<file path="src/common/mips_pkg.sv">
package mips_pkg;

    localparam int WORD_BITS     = 32;
    localparam int REG_ADDR_BITS = 5;
    localparam int OPCODE_BITS   = 6;
    localparam int FUNCT_BITS    = 6;
    localparam int IMM_BITS      = 16;

    localparam logic [OPCODE_BITS-1:0] OP_RTYPE = 6'h00;
    localparam logic [OPCODE_BITS-1:0] OP_ADDI  = 6'h08;
    localparam logic [OPCODE_BITS-1:0] OP_LUI   = 6'h0f;
    localparam logic [OPCODE_BITS-1:0] OP_LW    = 6'h23;
    localparam logic [OPCODE_BITS-1:0] OP_SW    = 6'h2b;
    localparam logic [OPCODE_BITS-1:0] OP_BEQ   = 6'h04;
    localparam logic [OPCODE_BITS-1:0] OP_BNE   = 6'h05;
    localparam logic [OPCODE_BITS-1:0] OP_HALT  = 6'h3f;

    localparam logic [FUNCT_BITS-1:0] FN_ADDU = 6'h21;
    localparam logic [FUNCT_BITS-1:0] FN_SUBU = 6'h23;
    localparam logic [FUNCT_BITS-1:0] FN_AND  = 6'h24;
    localparam logic [FUNCT_BITS-1:0] FN_OR   = 6'h25;
    localparam logic [FUNCT_BITS-1:0] FN_SLT  = 6'h2a;

    typedef enum logic [2:0] {
        ALU_ADD,
        ALU_SUB,
        ALU_AND,
        ALU_OR,
        ALU_SLT,
        ALU_LUI
    } alu_op_t;

    typedef enum logic [1:0] {
        FWD_NONE,
        FWD_EXMEM,
        FWD_MEMWB
    } fwd_sel_t;

    // One instruction word, R-type or I-type layout
    typedef union packed {
        struct packed {
            logic [OPCODE_BITS-1:0]   opcode;
            logic [REG_ADDR_BITS-1:0] rs;
            logic [REG_ADDR_BITS-1:0] rt;
            logic [REG_ADDR_BITS-1:0] rd;
            logic [REG_ADDR_BITS-1:0] shamt;
            logic [FUNCT_BITS-1:0]    funct;
        } r_fields;
        struct packed {
            logic [OPCODE_BITS-1:0]   opcode;
            logic [REG_ADDR_BITS-1:0] rs;
            logic [REG_ADDR_BITS-1:0] rt;
            logic [IMM_BITS-1:0]      imm;
        } i_fields;
    } instr_t;

endpackage

</file>
<file path="src/decode/decode_stage.sv">
`timescale 1ns/1ps

module decode_stage import mips_pkg::*; (
    input  logic                     i_clk,
    input  logic                     i_reset,
    input  logic                     i_enable,
    input  logic [WORD_BITS-1:0]     i_if_id_pc4,
    input  logic [WORD_BITS-1:0]     i_if_id_instr,
    input  logic                     i_flush,
    input  logic                     i_wb_write,
    input  logic [REG_ADDR_BITS-1:0] i_wb_dest,
    input  logic [WORD_BITS-1:0]     i_wb_data,
    input  logic [REG_ADDR_BITS-1:0] i_debug_reg_addr,
    output logic                     o_pc_hold,
    output logic [WORD_BITS-1:0]     o_debug_reg_data,
    output logic [WORD_BITS-1:0]     o_id_ex_pc4,
    output logic [WORD_BITS-1:0]     o_id_ex_instr,
    output logic [WORD_BITS-1:0]     o_id_ex_rs_data,
    output logic [WORD_BITS-1:0]     o_id_ex_rt_data,
    output logic [WORD_BITS-1:0]     o_id_ex_imm,
    output logic [REG_ADDR_BITS-1:0] o_id_ex_dest,
    output logic                     o_id_ex_reg_write,
    output logic                     o_id_ex_mem_read,
    output logic                     o_id_ex_mem_write,
    output logic                     o_id_ex_mem_to_reg,
    output logic                     o_id_ex_alu_src,
    output logic                     o_id_ex_branch,
    output logic                     o_id_ex_branch_ne,
    output logic                     o_id_ex_halt
);

    instr_t id_instr;
    instr_t ex_instr;
    logic [WORD_BITS-1:0] regs [2**REG_ADDR_BITS];
    logic [WORD_BITS-1:0] rs_data, rt_data;
    logic [REG_ADDR_BITS-1:0] rs, rt, dest;
    logic is_rtype, reg_write, mem_read, mem_write, mem_to_reg, alu_src;
    logic branch, branch_ne, is_halt;
    logic load_use, halted, kill;

    assign id_instr = i_if_id_instr;
    assign ex_instr = o_id_ex_instr;
    assign rs       = id_instr.r_fields.rs;
    assign rt       = id_instr.r_fields.rt;
    assign dest     = is_rtype ? id_instr.r_fields.rd : id_instr.i_fields.rt;

    always_comb begin
        is_rtype   = 1'b0;
        reg_write  = 1'b0;
        mem_read   = 1'b0;
        mem_write  = 1'b0;
        mem_to_reg = 1'b0;
        alu_src    = 1'b0;
        branch     = 1'b0;
        branch_ne  = 1'b0;
        is_halt    = 1'b0;
        case (id_instr.i_fields.opcode)
            OP_RTYPE: begin
                is_rtype  = 1'b1;
                reg_write = 1'b1;
            end
            OP_ADDI, OP_LUI: begin
                reg_write = 1'b1;
                alu_src   = 1'b1;
            end
            OP_LW: begin
                reg_write  = 1'b1;
                mem_read   = 1'b1;
                mem_to_reg = 1'b1;
                alu_src    = 1'b1;
            end
            OP_SW: begin
                mem_write = 1'b1;
                alu_src   = 1'b1;
            end
            OP_BEQ: branch = 1'b1;
            OP_BNE: begin
                branch    = 1'b1;
                branch_ne = 1'b1;
            end
            OP_HALT: is_halt = 1'b1;
            default: is_rtype = 1'b0;
        endcase
    end

    // Write-first read, register 0 is hardwired
    function automatic logic [WORD_BITS-1:0] read_reg(input logic [REG_ADDR_BITS-1:0] addr);
        if (addr == '0) begin
            return '0;
        end else if (i_wb_write && i_wb_dest == addr) begin
            return i_wb_data;
        end
        return regs[addr];
    endfunction

    always_comb begin
        rs_data          = read_reg(rs);
        rt_data          = read_reg(rt);
        o_debug_reg_data = read_reg(i_debug_reg_addr);
    end

    always_ff @(posedge i_clk) begin
        if (i_wb_write && i_wb_dest != '0) begin
            regs[i_wb_dest] <= i_wb_data;
        end
    end

    // Load in EX feeding this instruction
    assign load_use  = o_id_ex_mem_read && (ex_instr.i_fields.rt == rs || ex_instr.i_fields.rt == rt);
    assign o_pc_hold = load_use || is_halt || halted;
    assign kill      = i_flush || load_use || halted;

    // HALT passes once, everything after it is a bubble
    always_ff @(posedge i_clk) begin
        if (i_reset) begin
            halted <= 1'b0;
        end else if (i_enable) begin
            halted <= !i_flush && (halted || (is_halt && !load_use));
        end
    end

    always_ff @(posedge i_clk) begin
        if (i_reset) begin
            o_id_ex_reg_write  <= 1'b0;
            o_id_ex_mem_read   <= 1'b0;
            o_id_ex_mem_write  <= 1'b0;
            o_id_ex_mem_to_reg <= 1'b0;
            o_id_ex_alu_src    <= 1'b0;
            o_id_ex_branch     <= 1'b0;
            o_id_ex_branch_ne  <= 1'b0;
            o_id_ex_halt       <= 1'b0;
        end else if (i_enable) begin
            o_id_ex_reg_write  <= reg_write && !kill;
            o_id_ex_mem_read   <= mem_read && !kill;
            o_id_ex_mem_write  <= mem_write && !kill;
            o_id_ex_mem_to_reg <= mem_to_reg && !kill;
            o_id_ex_alu_src    <= alu_src && !kill;
            o_id_ex_branch     <= branch && !kill;
            o_id_ex_branch_ne  <= branch_ne && !kill;
            o_id_ex_halt       <= is_halt && !kill;
        end
    end

    always_ff @(posedge i_clk) begin
        if (i_enable) begin
            o_id_ex_pc4     <= i_if_id_pc4;
            o_id_ex_instr   <= i_if_id_instr;
            o_id_ex_rs_data <= rs_data;
            o_id_ex_rt_data <= rt_data;
            o_id_ex_imm     <= {{(WORD_BITS-IMM_BITS){id_instr.i_fields.imm[IMM_BITS-1]}},
                                id_instr.i_fields.imm};
            o_id_ex_dest    <= dest;
        end
    end

    // A write-back aimed at register 0 must not reach the bypass
    assert property (@(posedge i_clk) disable iff (i_reset)
        (i_enable && i_wb_write && i_wb_dest == '0 && rs == '0) |=> o_id_ex_rs_data == '0);

endmodule

</file>
<file path="config.mk">
export PLATFORM = sky130hd
export DESIGN_NAME = decode_stage
export DESIGN_NICKNAME = d
export VERILOG_FILES = /design/src/common/mips_pkg.sv /design/src/decode/decode_stage.sv
export SDC_FILE = /design/constraint.sdc
export NUM_CORES = 2
export LEC_CHECK = 0
export BUFFER_PORTS_ARGS = -buffer_cell sky130_fd_sc_hd__buf_2
export CAP_MARGIN = 20
export CORE_UTILIZATION = 40
export CTS_CLUSTER_SIZE = 24
export DETAILED_ROUTE_END_ITERATION = 12
export PLACE_DENSITY = 0.59
export RECOVER_POWER = 50
export SETUP_SLACK_MARGIN = 0.3
export SLEW_MARGIN = 20
export SYNTH_ARGS = -nofsm -noshare
export SYNTH_HDL_FRONTEND = slang
export SYNTH_SLANG_ARGS = --single-unit
</file>
<file path="constraint.sdc">
create_clock -name i_clk -period 7.7 [get_ports i_clk]
set_input_delay 1.54 -clock i_clk [delete_from_list [all_inputs] [get_ports i_clk]]
set_output_delay 1.54 -clock i_clk [all_outputs]
set_load 0.005 [all_outputs]
</file>
==> summary.txt <==
Placed design
  • Placed insts: 5573
  • Final Wtd Congestion: 0.847
  • Cell Area, Placed: 0.0651 mm2
  • Port buffer count: 316
  • Pre-CTS WS: 1.64 ns
  • DPL Wire Length: 129 mm

CTS
  • CTS max path bufs: 3
  • Root buf cell: clkbuf_16
  • Clk Latency, worst-skew pair: 0.76 ns
  • PostCTS Resize Cnt: 0
  • Clock sink total: 1165
  • Setup Buffers After CTS: 0
  • CTS tree: done
  • H-tree Lvls: 4
  • Hold_buf cts: 0
  • Reg clk slew, reported paths: 0.06 ns
  • CTS buffer count: 134

Power and ir drop
  • Switching power: 3.78 mW
  • Sw Ratio: 24.6%
  • Pwr/cell area: 222 mW/mm2
  • Seq pwr share: 47.1%
  • Final total power: 15.3 mW
  • Leakage power: 22.5 nW
  • Internal: 11.6 mW
  • Combinational fraction of design power: 12.0%
  • VDD IR max: 0.220 mV
  • Clock Power Share: 40.9%

Logic synthesis
  • Ys async rst share: 0%
  • Synthesized area: 0.0612 mm2
  • Synthesized area per cell: 17.8 um2
  • Sequential fraction of the synthesis area: 57.0%
  • Synthesis Warnings: 0
  • Post-synth EDFFs: 1157
  • Seq cells post-synth: 1165
  • Area leader, netlist: edfxtp_1
  • Synth cell types: 56
  • Dominant cells by area after synthesis: edfxtp_1 57%, mux4_2 25%, mux2i_1 4.8%
  • Dominant synthesized flop cell: edfxtp_1
  • Share of the synthesized area in the top cell type: 56.8%
  • Most frequent cell after synthesis: edfxtp_1
  • Synth top cells by count: 1157 x edfxtp_1, 683 x mux4_2, 294 x mux2i_1
  • Mapped Cells: 3433

Detailed routing
  • Post-route ant nets: 0
  • DR vias: 40800
  • Total routed wirelength: 227 mm
  • Router iterations before antenna repair: 6
  • Wirelength per Cell: 39.1 um
  • DRC Markers: 0
  • Vias/cell: 7.01
  • Initial DRC count: 6074

Worst setup path
  • Crit path max-delay cell type: clkbuf_1
  • Slowest stage delay, CP: 2.07 ns
  • Critical path cell sequence: clkbuf_1, xor2_1, nor3_1, a22oi_1, buf_4, nor2_1, or3_1, buf_2
  • Setup CP Type: in2out
  • Critical Path AT: 4.89 ns
  • Startpoint types: primary input
  • Worst-path maximum fanout: 34
  • Critical path capture point type: output pin
  • Data required time at the worst endpoint: 6.16 ns

Finish
  • Register area: 0.0349 mm2
  • Finished Layout Cells: 5817
  • Fin util: 45.6%
  • Area grow syn2layout: 13.0%
  • Largest reg by FF count: regs
  • Fin nets: 3790
  • Fin area: 0.0692 mm2
  • Multi-input gate area: 0.0249 mm2
  • Layout cells sized above 1: 34.1%
  • Layout filler cell count: 13000
  • Max reg flops: 1024

GRT
  • GR Util All Layers: 29.3%
  • Vias in the first global route: 39400
  • Grt ovf: 0
  • First-pass GRT wire length: 313 mm
  • Initial antenna violation count: 25
  • Pin count of the biggest net entering global routing: 105

Timing
  • Final Setup Violations: 0
  • Slew HR: -254%
  • Crit share post-route: 83.5%
  • Post-layout min period: 6.43 ns
  • RSZ-0062 raised after global routing: false
  • Clock skew: 0.0228 ns
  • Slew Limit Fails: 626
  • Worst slew pin tran: 5.31 ns
  • TNS Setup: 0 ns
  • Final Hold Slack: 0.440 ns
  • Setup ws final: 1.27 ns
  • Final Hold Fails: 0
  • FMAX: 0.156 GHz

Floorplanning
  • Rows: 143
  • Core Area: 0.152 mm2
  • Die footprint: 0.155 mm2
  • Die width: 393 um
  • Height of the die: 393 um
  • Ports: 317
  • Initial Util: 40.3%

Outcome
  • Failing checks: max-capacitance violations, max-slew violations
  • Status: complete, but fails checks

Hold path
  • HP Class: reg2reg

Flow run
  • Max-cap check violation count: 19
placed cells by master (no fill, tap or decap), types with 17 or more instances in the layout:
cell / Yosys / routed
o221ai_1: 17 / 17
mux2i_1: 294 / 294
a22o_1: 25 / 25
nand2_1: 68 / 68
nor2b_1: 74 / 69
conb_1: 1 / 32
mux4_2: 683 / 683
edfxtp_1: 1157 / 1157
a21oi_1: 145 / 145
clkbuf_16: 0 / 144
nand3_1: 26 / 26
nand2b_1: 20 / 20
buf_2: 79 / 259
nor2_1: 50 / 27
o21ai_0: 29 / 29
clkinv_2: 0 / 25
a221oi_1: 118 / 118
clkinv_1: 2 / 29
buf_4: 66 / 96
clkbuf_1: 162 / 82
a22oi_1: 51 / 51
nor3_1: 33 / 31
nor2_4: 0 / 21
a221o_1: 67 / 67
o21ai_1: 33 / 31
a211oi_1: 44 / 44
cell families (layout without fill, tap and decap cells):
group | Yosys count | in the layout | share of synthesized area (%)
AOI/OAI and AO/OA | 601 | 601 | 7.17
xor gates and xnor gates | 25 | 25 | 0.358
buffers and inverters | 356 | 676 | 2.88
DFF | 1165 | 1165 | 57.0
muxes | 984 | 984 | 30.1
other | 1 | 35 | 0.00613
and+or+nand+nor | 301 | 301 | 2.50
path summary, 6_finish.rpt:
check / start / to / slack (ns) / depth (start not counted)
worst max-delay path: i_if_id_instr[19] / o_pc_hold / 1.27 / 8
worst min-delay path: o_id_ex_branch_ne / o_id_ex_branch_ne / 0.44 / 2
worst max register to register: regs[31][12] / o_id_ex_rs_data[12] / 5.26 / 4
worst min register to register: o_id_ex_branch_ne / o_id_ex_branch_ne / 0.44 / 2
critical path: cells and delay by family:
family | cells | cell delay (ns)
compound gates | 1 | 0.16
xor+xnor | 1 | 0.21
buf+inv | 3 | 2.50
simple gates | 3 | 0.47
metal layers:
| layer | wire [um] | track usage [%] | part of all wire, % |
|---|---|---|---|
| met1 | 86000 | 40.3 | 38 |
| met2 | 101000 | 43.7 | 45 |
| met3 | 30600 | 9.06 | 13 |
| met4 | 9170 | 10.8 | 4.0 |
| met5 | 80 | 0 | 0.035 |
cell type report:
cell class	count	area share, %
clock inverters	67	0.785
clock buffers	174	5.37
multi-input cells	1943	36.0
inverters	9	0.0506
flip-flops and latches	1165	50.4
diodes	3	0.0108
repair buffers	426	3.68
well taps	2030	3.67
power groups by stage:
stage	clock, mW	combinational (mW)	sequential (mW)
2_1_floorplan	0	1.05	7.33
3_3_place_gp	0	1.81	7.35
4_1_cts	6.35	1.81	7.22
3_5_place_dp	0	1.81	7.36
5_1_grt	6.59	1.91	7.25
6_report	6.28	1.84	7.24
Power figures use the tool's default switching activity.
