`config.mk`:
```
export PLATFORM = sky130hd
export DESIGN_NAME = execute_stage
export DESIGN_NICKNAME = d
export VERILOG_FILES = /design/src/common/mips_pkg.sv /design/src/execute/execute_stage.sv
export SDC_FILE = /design/constraint.sdc
export NUM_CORES = 1
export LEC_CHECK = 0
export BUFFER_PORTS_ARGS = -buffer_cell sky130_fd_sc_hd__buf_2
export CAP_MARGIN = 20
export CORE_UTILIZATION = 55
export CTS_CLUSTER_SIZE = 8
export DETAILED_ROUTE_END_ITERATION = 8
export PLACE_DENSITY_LB_ADDON = 0.25
export SLEW_MARGIN = 25
export SYNTH_ARGS = -nofsm -noshare
export SYNTH_HDL_FRONTEND = slang
export SYNTH_SLANG_ARGS = --single-unit
```
`constraint.sdc`:
```
create_clock -name i_clk -period 8.7 [get_ports i_clk]
set_input_delay 0.87 -clock i_clk [delete_from_list [all_inputs] [get_ports i_clk]]
set_output_delay 0.87 -clock i_clk [all_outputs]
set_load 0.03 [all_outputs]
```
`src/common/mips_pkg.sv`:
```
package mips_pkg;

    localparam int WORD_BITS     = 32;
    localparam int REG_ADDR_BITS = 5;
    localparam int OPCODE_BITS   = 6;
    localparam int FUNCT_BITS    = 6;
    localparam int IMM_BITS      = 16;

    localparam logic [OPCODE_BITS-1:0] OP_RTYPE = 6'h00;
    localparam logic [OPCODE_BITS-1:0] OP_ADDI  = 6'h08;
    localparam logic [OPCODE_BITS-1:0] OP_LUI   = 6'h0f;
    localparam logic [OPCODE_BITS-1:0] OP_LW    = 6'h23;
    localparam logic [OPCODE_BITS-1:0] OP_SW    = 6'h2b;
    localparam logic [OPCODE_BITS-1:0] OP_BEQ   = 6'h04;
    localparam logic [OPCODE_BITS-1:0] OP_BNE   = 6'h05;
    localparam logic [OPCODE_BITS-1:0] OP_HALT  = 6'h3f;

    localparam logic [FUNCT_BITS-1:0] FN_ADDU = 6'h21;
    localparam logic [FUNCT_BITS-1:0] FN_SUBU = 6'h23;
    localparam logic [FUNCT_BITS-1:0] FN_AND  = 6'h24;
    localparam logic [FUNCT_BITS-1:0] FN_OR   = 6'h25;
    localparam logic [FUNCT_BITS-1:0] FN_SLT  = 6'h2a;

    typedef enum logic [2:0] {
        ALU_ADD,
        ALU_SUB,
        ALU_AND,
        ALU_OR,
        ALU_SLT,
        ALU_LUI
    } alu_op_t;

    typedef enum logic [1:0] {
        FWD_NONE,
        FWD_EXMEM,
        FWD_MEMWB
    } fwd_sel_t;

    // One instruction word, R-type or I-type layout
    typedef union packed {
        struct packed {
            logic [OPCODE_BITS-1:0]   opcode;
            logic [REG_ADDR_BITS-1:0] rs;
            logic [REG_ADDR_BITS-1:0] rt;
            logic [REG_ADDR_BITS-1:0] rd;
            logic [REG_ADDR_BITS-1:0] shamt;
            logic [FUNCT_BITS-1:0]    funct;
        } r_fields;
        struct packed {
            logic [OPCODE_BITS-1:0]   opcode;
            logic [REG_ADDR_BITS-1:0] rs;
            logic [REG_ADDR_BITS-1:0] rt;
            logic [IMM_BITS-1:0]      imm;
        } i_fields;
    } instr_t;

endpackage

```
`src/execute/execute_stage.sv`:
```
`timescale 1ns/1ps

module execute_stage import mips_pkg::*; (
    input  logic                     i_clk,
    input  logic                     i_reset,
    input  logic                     i_enable,
    input  logic                     i_flush,
    input  logic [WORD_BITS-1:0]     i_id_ex_pc4,
    input  logic [WORD_BITS-1:0]     i_id_ex_instr,
    input  logic [WORD_BITS-1:0]     i_id_ex_rs_data,
    input  logic [WORD_BITS-1:0]     i_id_ex_rt_data,
    input  logic [WORD_BITS-1:0]     i_id_ex_imm,
    input  logic [REG_ADDR_BITS-1:0] i_id_ex_dest,
    input  logic                     i_id_ex_reg_write,
    input  logic                     i_id_ex_mem_read,
    input  logic                     i_id_ex_mem_write,
    input  logic                     i_id_ex_mem_to_reg,
    input  logic                     i_id_ex_alu_src,
    input  logic                     i_id_ex_branch,
    input  logic                     i_id_ex_branch_ne,
    input  logic                     i_id_ex_halt,
    input  logic                     i_wb_write,
    input  logic [REG_ADDR_BITS-1:0] i_wb_dest,
    input  logic [WORD_BITS-1:0]     i_wb_data,
    output logic [WORD_BITS-1:0]     o_ex_mem_result,
    output logic                     o_ex_mem_zero,
    output logic [WORD_BITS-1:0]     o_ex_mem_store_data,
    output logic [REG_ADDR_BITS-1:0] o_ex_mem_dest,
    output logic [WORD_BITS-1:0]     o_ex_mem_branch_target,
    output logic                     o_ex_mem_reg_write,
    output logic                     o_ex_mem_mem_read,
    output logic                     o_ex_mem_mem_write,
    output logic                     o_ex_mem_mem_to_reg,
    output logic                     o_ex_mem_branch,
    output logic                     o_ex_mem_branch_ne,
    output logic                     o_ex_mem_halt
);

    instr_t ex_instr;
    alu_op_t alu_op;
    fwd_sel_t fwd_a, fwd_b;
    logic [WORD_BITS-1:0] op_a, rt_fwd, op_b, alu_result;

    assign ex_instr = i_id_ex_instr;

    always_comb begin
        case (ex_instr.r_fields.opcode)
            OP_RTYPE: begin
                case (ex_instr.r_fields.funct)
                    FN_ADDU: alu_op = ALU_ADD;
                    FN_SUBU: alu_op = ALU_SUB;
                    FN_AND:  alu_op = ALU_AND;
                    FN_OR:   alu_op = ALU_OR;
                    FN_SLT:  alu_op = ALU_SLT;
                    default: alu_op = ALU_ADD;
                endcase
            end
            OP_LUI:         alu_op = ALU_LUI;
            OP_BEQ, OP_BNE: alu_op = ALU_SUB;
            default:        alu_op = ALU_ADD;
        endcase
    end

    // Youngest producer first, register 0 never forwarded
    function automatic fwd_sel_t pick_fwd(input logic [REG_ADDR_BITS-1:0] src);
        if (src == '0) begin
            return FWD_NONE;
        end else if (o_ex_mem_reg_write && o_ex_mem_dest == src) begin
            return FWD_EXMEM;
        end else if (i_wb_write && i_wb_dest == src) begin
            return FWD_MEMWB;
        end
        return FWD_NONE;
    endfunction

    function automatic logic [WORD_BITS-1:0] fwd_mux(input fwd_sel_t sel,
                                                     input logic [WORD_BITS-1:0] reg_data);
        case (sel)
            FWD_EXMEM: return o_ex_mem_result;
            FWD_MEMWB: return i_wb_data;
            default:   return reg_data;
        endcase
    endfunction

    always_comb begin
        fwd_a  = pick_fwd(ex_instr.r_fields.rs);
        fwd_b  = pick_fwd(ex_instr.r_fields.rt);
        op_a   = fwd_mux(fwd_a, i_id_ex_rs_data);
        rt_fwd = fwd_mux(fwd_b, i_id_ex_rt_data);
        op_b   = i_id_ex_alu_src ? i_id_ex_imm : rt_fwd;
    end

    always_comb begin
        case (alu_op)
            ALU_SUB: alu_result = op_a - op_b;
            ALU_AND: alu_result = op_a & op_b;
            ALU_OR:  alu_result = op_a | op_b;
            ALU_SLT: alu_result = WORD_BITS'($signed(op_a) < $signed(op_b));
            ALU_LUI: alu_result = {op_b[IMM_BITS-1:0], {(WORD_BITS-IMM_BITS){1'b0}}};
            default: alu_result = op_a + op_b;
        endcase
    end

    always_ff @(posedge i_clk) begin
        if (i_reset) begin
            o_ex_mem_reg_write  <= 1'b0;
            o_ex_mem_mem_read   <= 1'b0;
            o_ex_mem_mem_write  <= 1'b0;
            o_ex_mem_mem_to_reg <= 1'b0;
            o_ex_mem_branch     <= 1'b0;
            o_ex_mem_branch_ne  <= 1'b0;
            o_ex_mem_halt       <= 1'b0;
        end else if (i_enable) begin
            o_ex_mem_reg_write  <= i_id_ex_reg_write && !i_flush;
            o_ex_mem_mem_read   <= i_id_ex_mem_read && !i_flush;
            o_ex_mem_mem_write  <= i_id_ex_mem_write && !i_flush;
            o_ex_mem_mem_to_reg <= i_id_ex_mem_to_reg && !i_flush;
            o_ex_mem_branch     <= i_id_ex_branch && !i_flush;
            o_ex_mem_branch_ne  <= i_id_ex_branch_ne && !i_flush;
            o_ex_mem_halt       <= i_id_ex_halt && !i_flush;
        end
    end

    always_ff @(posedge i_clk) begin
        if (i_enable) begin
            o_ex_mem_result        <= alu_result;
            o_ex_mem_zero          <= (alu_result == '0);
            o_ex_mem_store_data    <= rt_fwd;
            o_ex_mem_dest          <= i_id_ex_dest;
            // Target is PC+4 plus the word offset
            o_ex_mem_branch_target <= i_id_ex_pc4 + {i_id_ex_imm[WORD_BITS-3:0], 2'b00};
        end
    end

endmodule

```
==> run_results.csv <==
group,metric,value,unit
status,status,"complete, no violations",
placement,gp_congestion,0.989,
worst_setup_path,cp.arrival,7.80,ns
layout,fill_cells,1750,
logic_synthesis,syn_area,11700,um^2
clock_tree,post_cts_resized,0,
worst_setup_path,cp_max_fo,23,
worst_setup_path,crit_path_top_delay_cell,"o21ai_0",
logic_synthesis,synth.avg_cell_area,8.55,um^2
worst_setup_path,cp_slowest_stage_delay,0.65,ns
clock_tree,cts_made_buffers,9,
worst_setup_path,crit_chain,"buf_2 -> or4_4 -> o211ai_2 -> a211oi_4 -> buf_4 -> buf_4 -> nand2b_1 -> o221ai_1 -> o21ai_0 -> inv_1 -> ha_1 -> and3_1 -> o2111ai_1 -> a31oi_1 -> o221ai_2 -> and3_1 -> a221o_1 -> or4_1 -> nor4_1 -> or4b_1 -> or4b_1 -> nor4_2",
layout,layout_commonest_cell,"buf_2",
logic_synthesis,ys_warn_count,0,
route,route.vias.total,12100,
timing,final-hold-violation-count,0,
logic_synthesis,ys.flop_type,"edfxtp_1",
logic_synthesis,synth_edf_count,102,
layout,drive_gt1_share,24.8,%
timing,holdWs,0.579,ns
layout,layout_common_cells,"312 x buf_2, 125 x ha_1, 122 x inv_1, 113 x nand2_1, 102 x edfxtp_1",
clock_tree,ctsRootBufferMaster,"clkbuf_16",
timing,drv_slew,0,
floorplanning,die_h,148,um
min_path,hold_path.class,"flop to flop",
clock_tree,hold_buffers,0,
power_and_ir_drop,p_per_area,150,nW/um^2
clock_tree,cts_sinks,109,
timing,relSlewSlack,30.3,%
timing,worst_pin_slew,1.05,ns
floorplanning,coreArea,20500,um^2
global_routing,grt.overflow.total,0,
placement,port-buffer-count,313,
global_routing,grt_max_degree,66,
global_routing,antenna_found_initial,4,
clock_tree,cts_tree,"yes",
logic_synthesis,postSynth.asyncResetShare,0,%
layout,nets,1990,
timing,setup_violations,0,
worst_setup_path,path_buf_inv,4,
logic_synthesis,synth_cells,1365,
global_routing,grt_usage,38.7,%
clock_tree,clockBufferDepth,2,
logic_synthesis,synth.largest_area_cell,"edfxtp_1",
floorplanning,dieArea,21800,um^2
worst_setup_path,crit_required,8.90,ns
worst_setup_path,cp_top_family,"simple AND/OR/NAND/NOR gates",
timing,max_freq,0.132,GHz
clock_tree,cts.clk_slew.worst_paths,0.09,ns
logic_synthesis,syn_nets,1708,
placement,place_hpwl,34600,um
clock_tree,htree_levels,3,
layout,largestRegisters,"o_ex_mem_branch_target: 32 flops, o_ex_mem_result: 32 flops, o_ex_mem_store_data: 32 flops",
layout,seqCellArea,3200,um^2
clock_tree,cts_setup_buffers,0,
worst_setup_path,path_class,"primary input to flop",
logic_synthesis,yosys-top-cells-area,"edfxtp_1 26%, ha_1 13%, a21oi_1 4.2%, xnor2_1 4.0%, inv_1 3.9%",
layout,multiInputGateArea,7760,um^2
timing,min_period_over_period,87.3,%
clock_tree,clock_latency,0.37,ns
timing,rsz0062_at_grt,"no",
route,avgViaCountPerCell,6.29,
logic_synthesis,ys_types,95,
power_and_ir_drop,vdd_drop_max,0.106,mV
route,drt_wl_total,43200,um
route,avgRoutedWirePerCell,22.4,um
floorplanning,rows,52,
logic_synthesis,ys_seq_area_share,27.4,%
global_routing,grt_pass1_vias,11200,
floorplanning,die_width,148,um
route,drtIter0Drc,1201,
logic_synthesis,yosys.area.top_type_share,26.2,%
global_routing,grt_pass1_wl,64300,um
timing,period_minus_slack,7.60,ns
logic_synthesis,ys_ff_latch,109,
power_and_ir_drop,p_leak,0.00636,uW
worst_setup_path,cp-start-kind,"primary input",
timing,finalClockSkew,0.0142,ns
run,drv_cap,0,
floorplanning,start_util,56.9,%
route,ant_nets,0,
layout,area_growth,18.4,%
route,firstDrtPassIters,7,
route,drc,0,
floorplanning,ios,324,
timing,setup_tns,0,ns
worst_setup_path,crit_path_end_kind,"flop",
## cell type report
| class | count | share of cell area (%) |
|---|---|---|
| repair buffers | 336 | 12.6 |
| diodes | 5 | 0.0905 |
| clock inverters | 7 | 0.561 |
| flip-flops and latches | 109 | 23.2 |
| well taps | 270 | 2.44 |
| clock buffers | 9 | 1.63 |
| inverters | 124 | 3.37 |
| multi-input cells | 1067 | 56.1 |
## worst reg2reg max path, cell delays in order, from the launching register on
cell,delay [ns]
edfxtp_1,0.48
xnor2_1,0.25
nand2_1,0.15
or4_1,0.56
nand2b_1,0.18
buf_4,0.20
o221ai_1,0.18
o21ai_0,0.69
inv_1,0.16
ha_1,0.50
nand3_1,0.15
a21oi_1,0.17
o21ai_0,0.22
a31oi_1,0.46
o221ai_2,0.18
and3_1,0.21
a221o_1,0.36
or4_1,0.57
nor4_1,0.44
or4b_1,0.52
or4b_1,0.50
nor4_2,0.15
## routing by layer
metal	global-route usage, %	wire length (um)
met1	52.4	17400
met2	59.3	19000
met3	9.94	5230
met4	14.3	1520
met5	0	0
## kinds of logic (layout without fill, tap and decap cells)
kind of cell	count (synthesis)	after routing	share of synthesized area, %
AOI/OAI and AO/OA	427	427	26.6
xor gates and xnor gates	66	66	4.95
adders and majority gates	128	128	13.9
buffers and inverters	189	476	6.21
DFF	109	109	27.4
muxes	28	28	2.62
other	0	5	0
and+or+nand+nor	418	418	18.3
## worst paths after layout
check / to / cells after the start / slack [ns] / from
worst max register to register: o_ex_mem_zero / 21 / 1.25 / o_ex_mem_dest[0]
worst min-delay path: o_ex_mem_reg_write / 2 / 0.58 / o_ex_mem_reg_write
worst min register to register: o_ex_mem_reg_write / 2 / 0.58 / o_ex_mem_reg_write
worst max-delay path: o_ex_mem_zero / 22 / 1.10 / i_id_ex_instr[18]
## per-stage QoR
| stage | util [%] | std cells | area (um^2) | total power, uW | setup WS, ns |
|---|---|---|---|---|---|
| after global routing | 67.4 | 1925 | 13800 | 2160 | 0.892 |
| final | 67.4 | 1927 | 13800 | 2080 | 1.10 |
| after global placement | 65.9 | 1906 | 13500 | 1620 | 1.00 |
| after detailed placement | 65.9 | 1906 | 13500 | 1630 | 0.932 |
| after floorplan | - | 1365 | 11700 | 1330 | 2.03 |
| after CTS | 67.4 | 1922 | 13800 | 2050 | 1.30 |
## cell usage after synthesis (18+ instances only)
cell and instances:
a211oi_1 19, a21o_1 29, ha_1 125, nor2b_1 22, nand2b_1 26, nor3_1 26
a22oi_1 22, nand2_1 113, a21oi_1 98, and2_1 37, nand3_1 18, a221o_1 38
clkbuf_1 51, o211ai_1 20, o21ai_0 58, edfxtp_1 102, mux2_2 20, inv_1 122
xnor2_1 53, nor2_1 100
## power breakdown
part	switching, uW	internal (uW)	total (uW)	leakage, uW
Clock	222	205	427	0.000150
Combinational	614	340	954	0.00516
Sequential	34.2	660	694	0.00106
(Power assumes the default switching activity.)
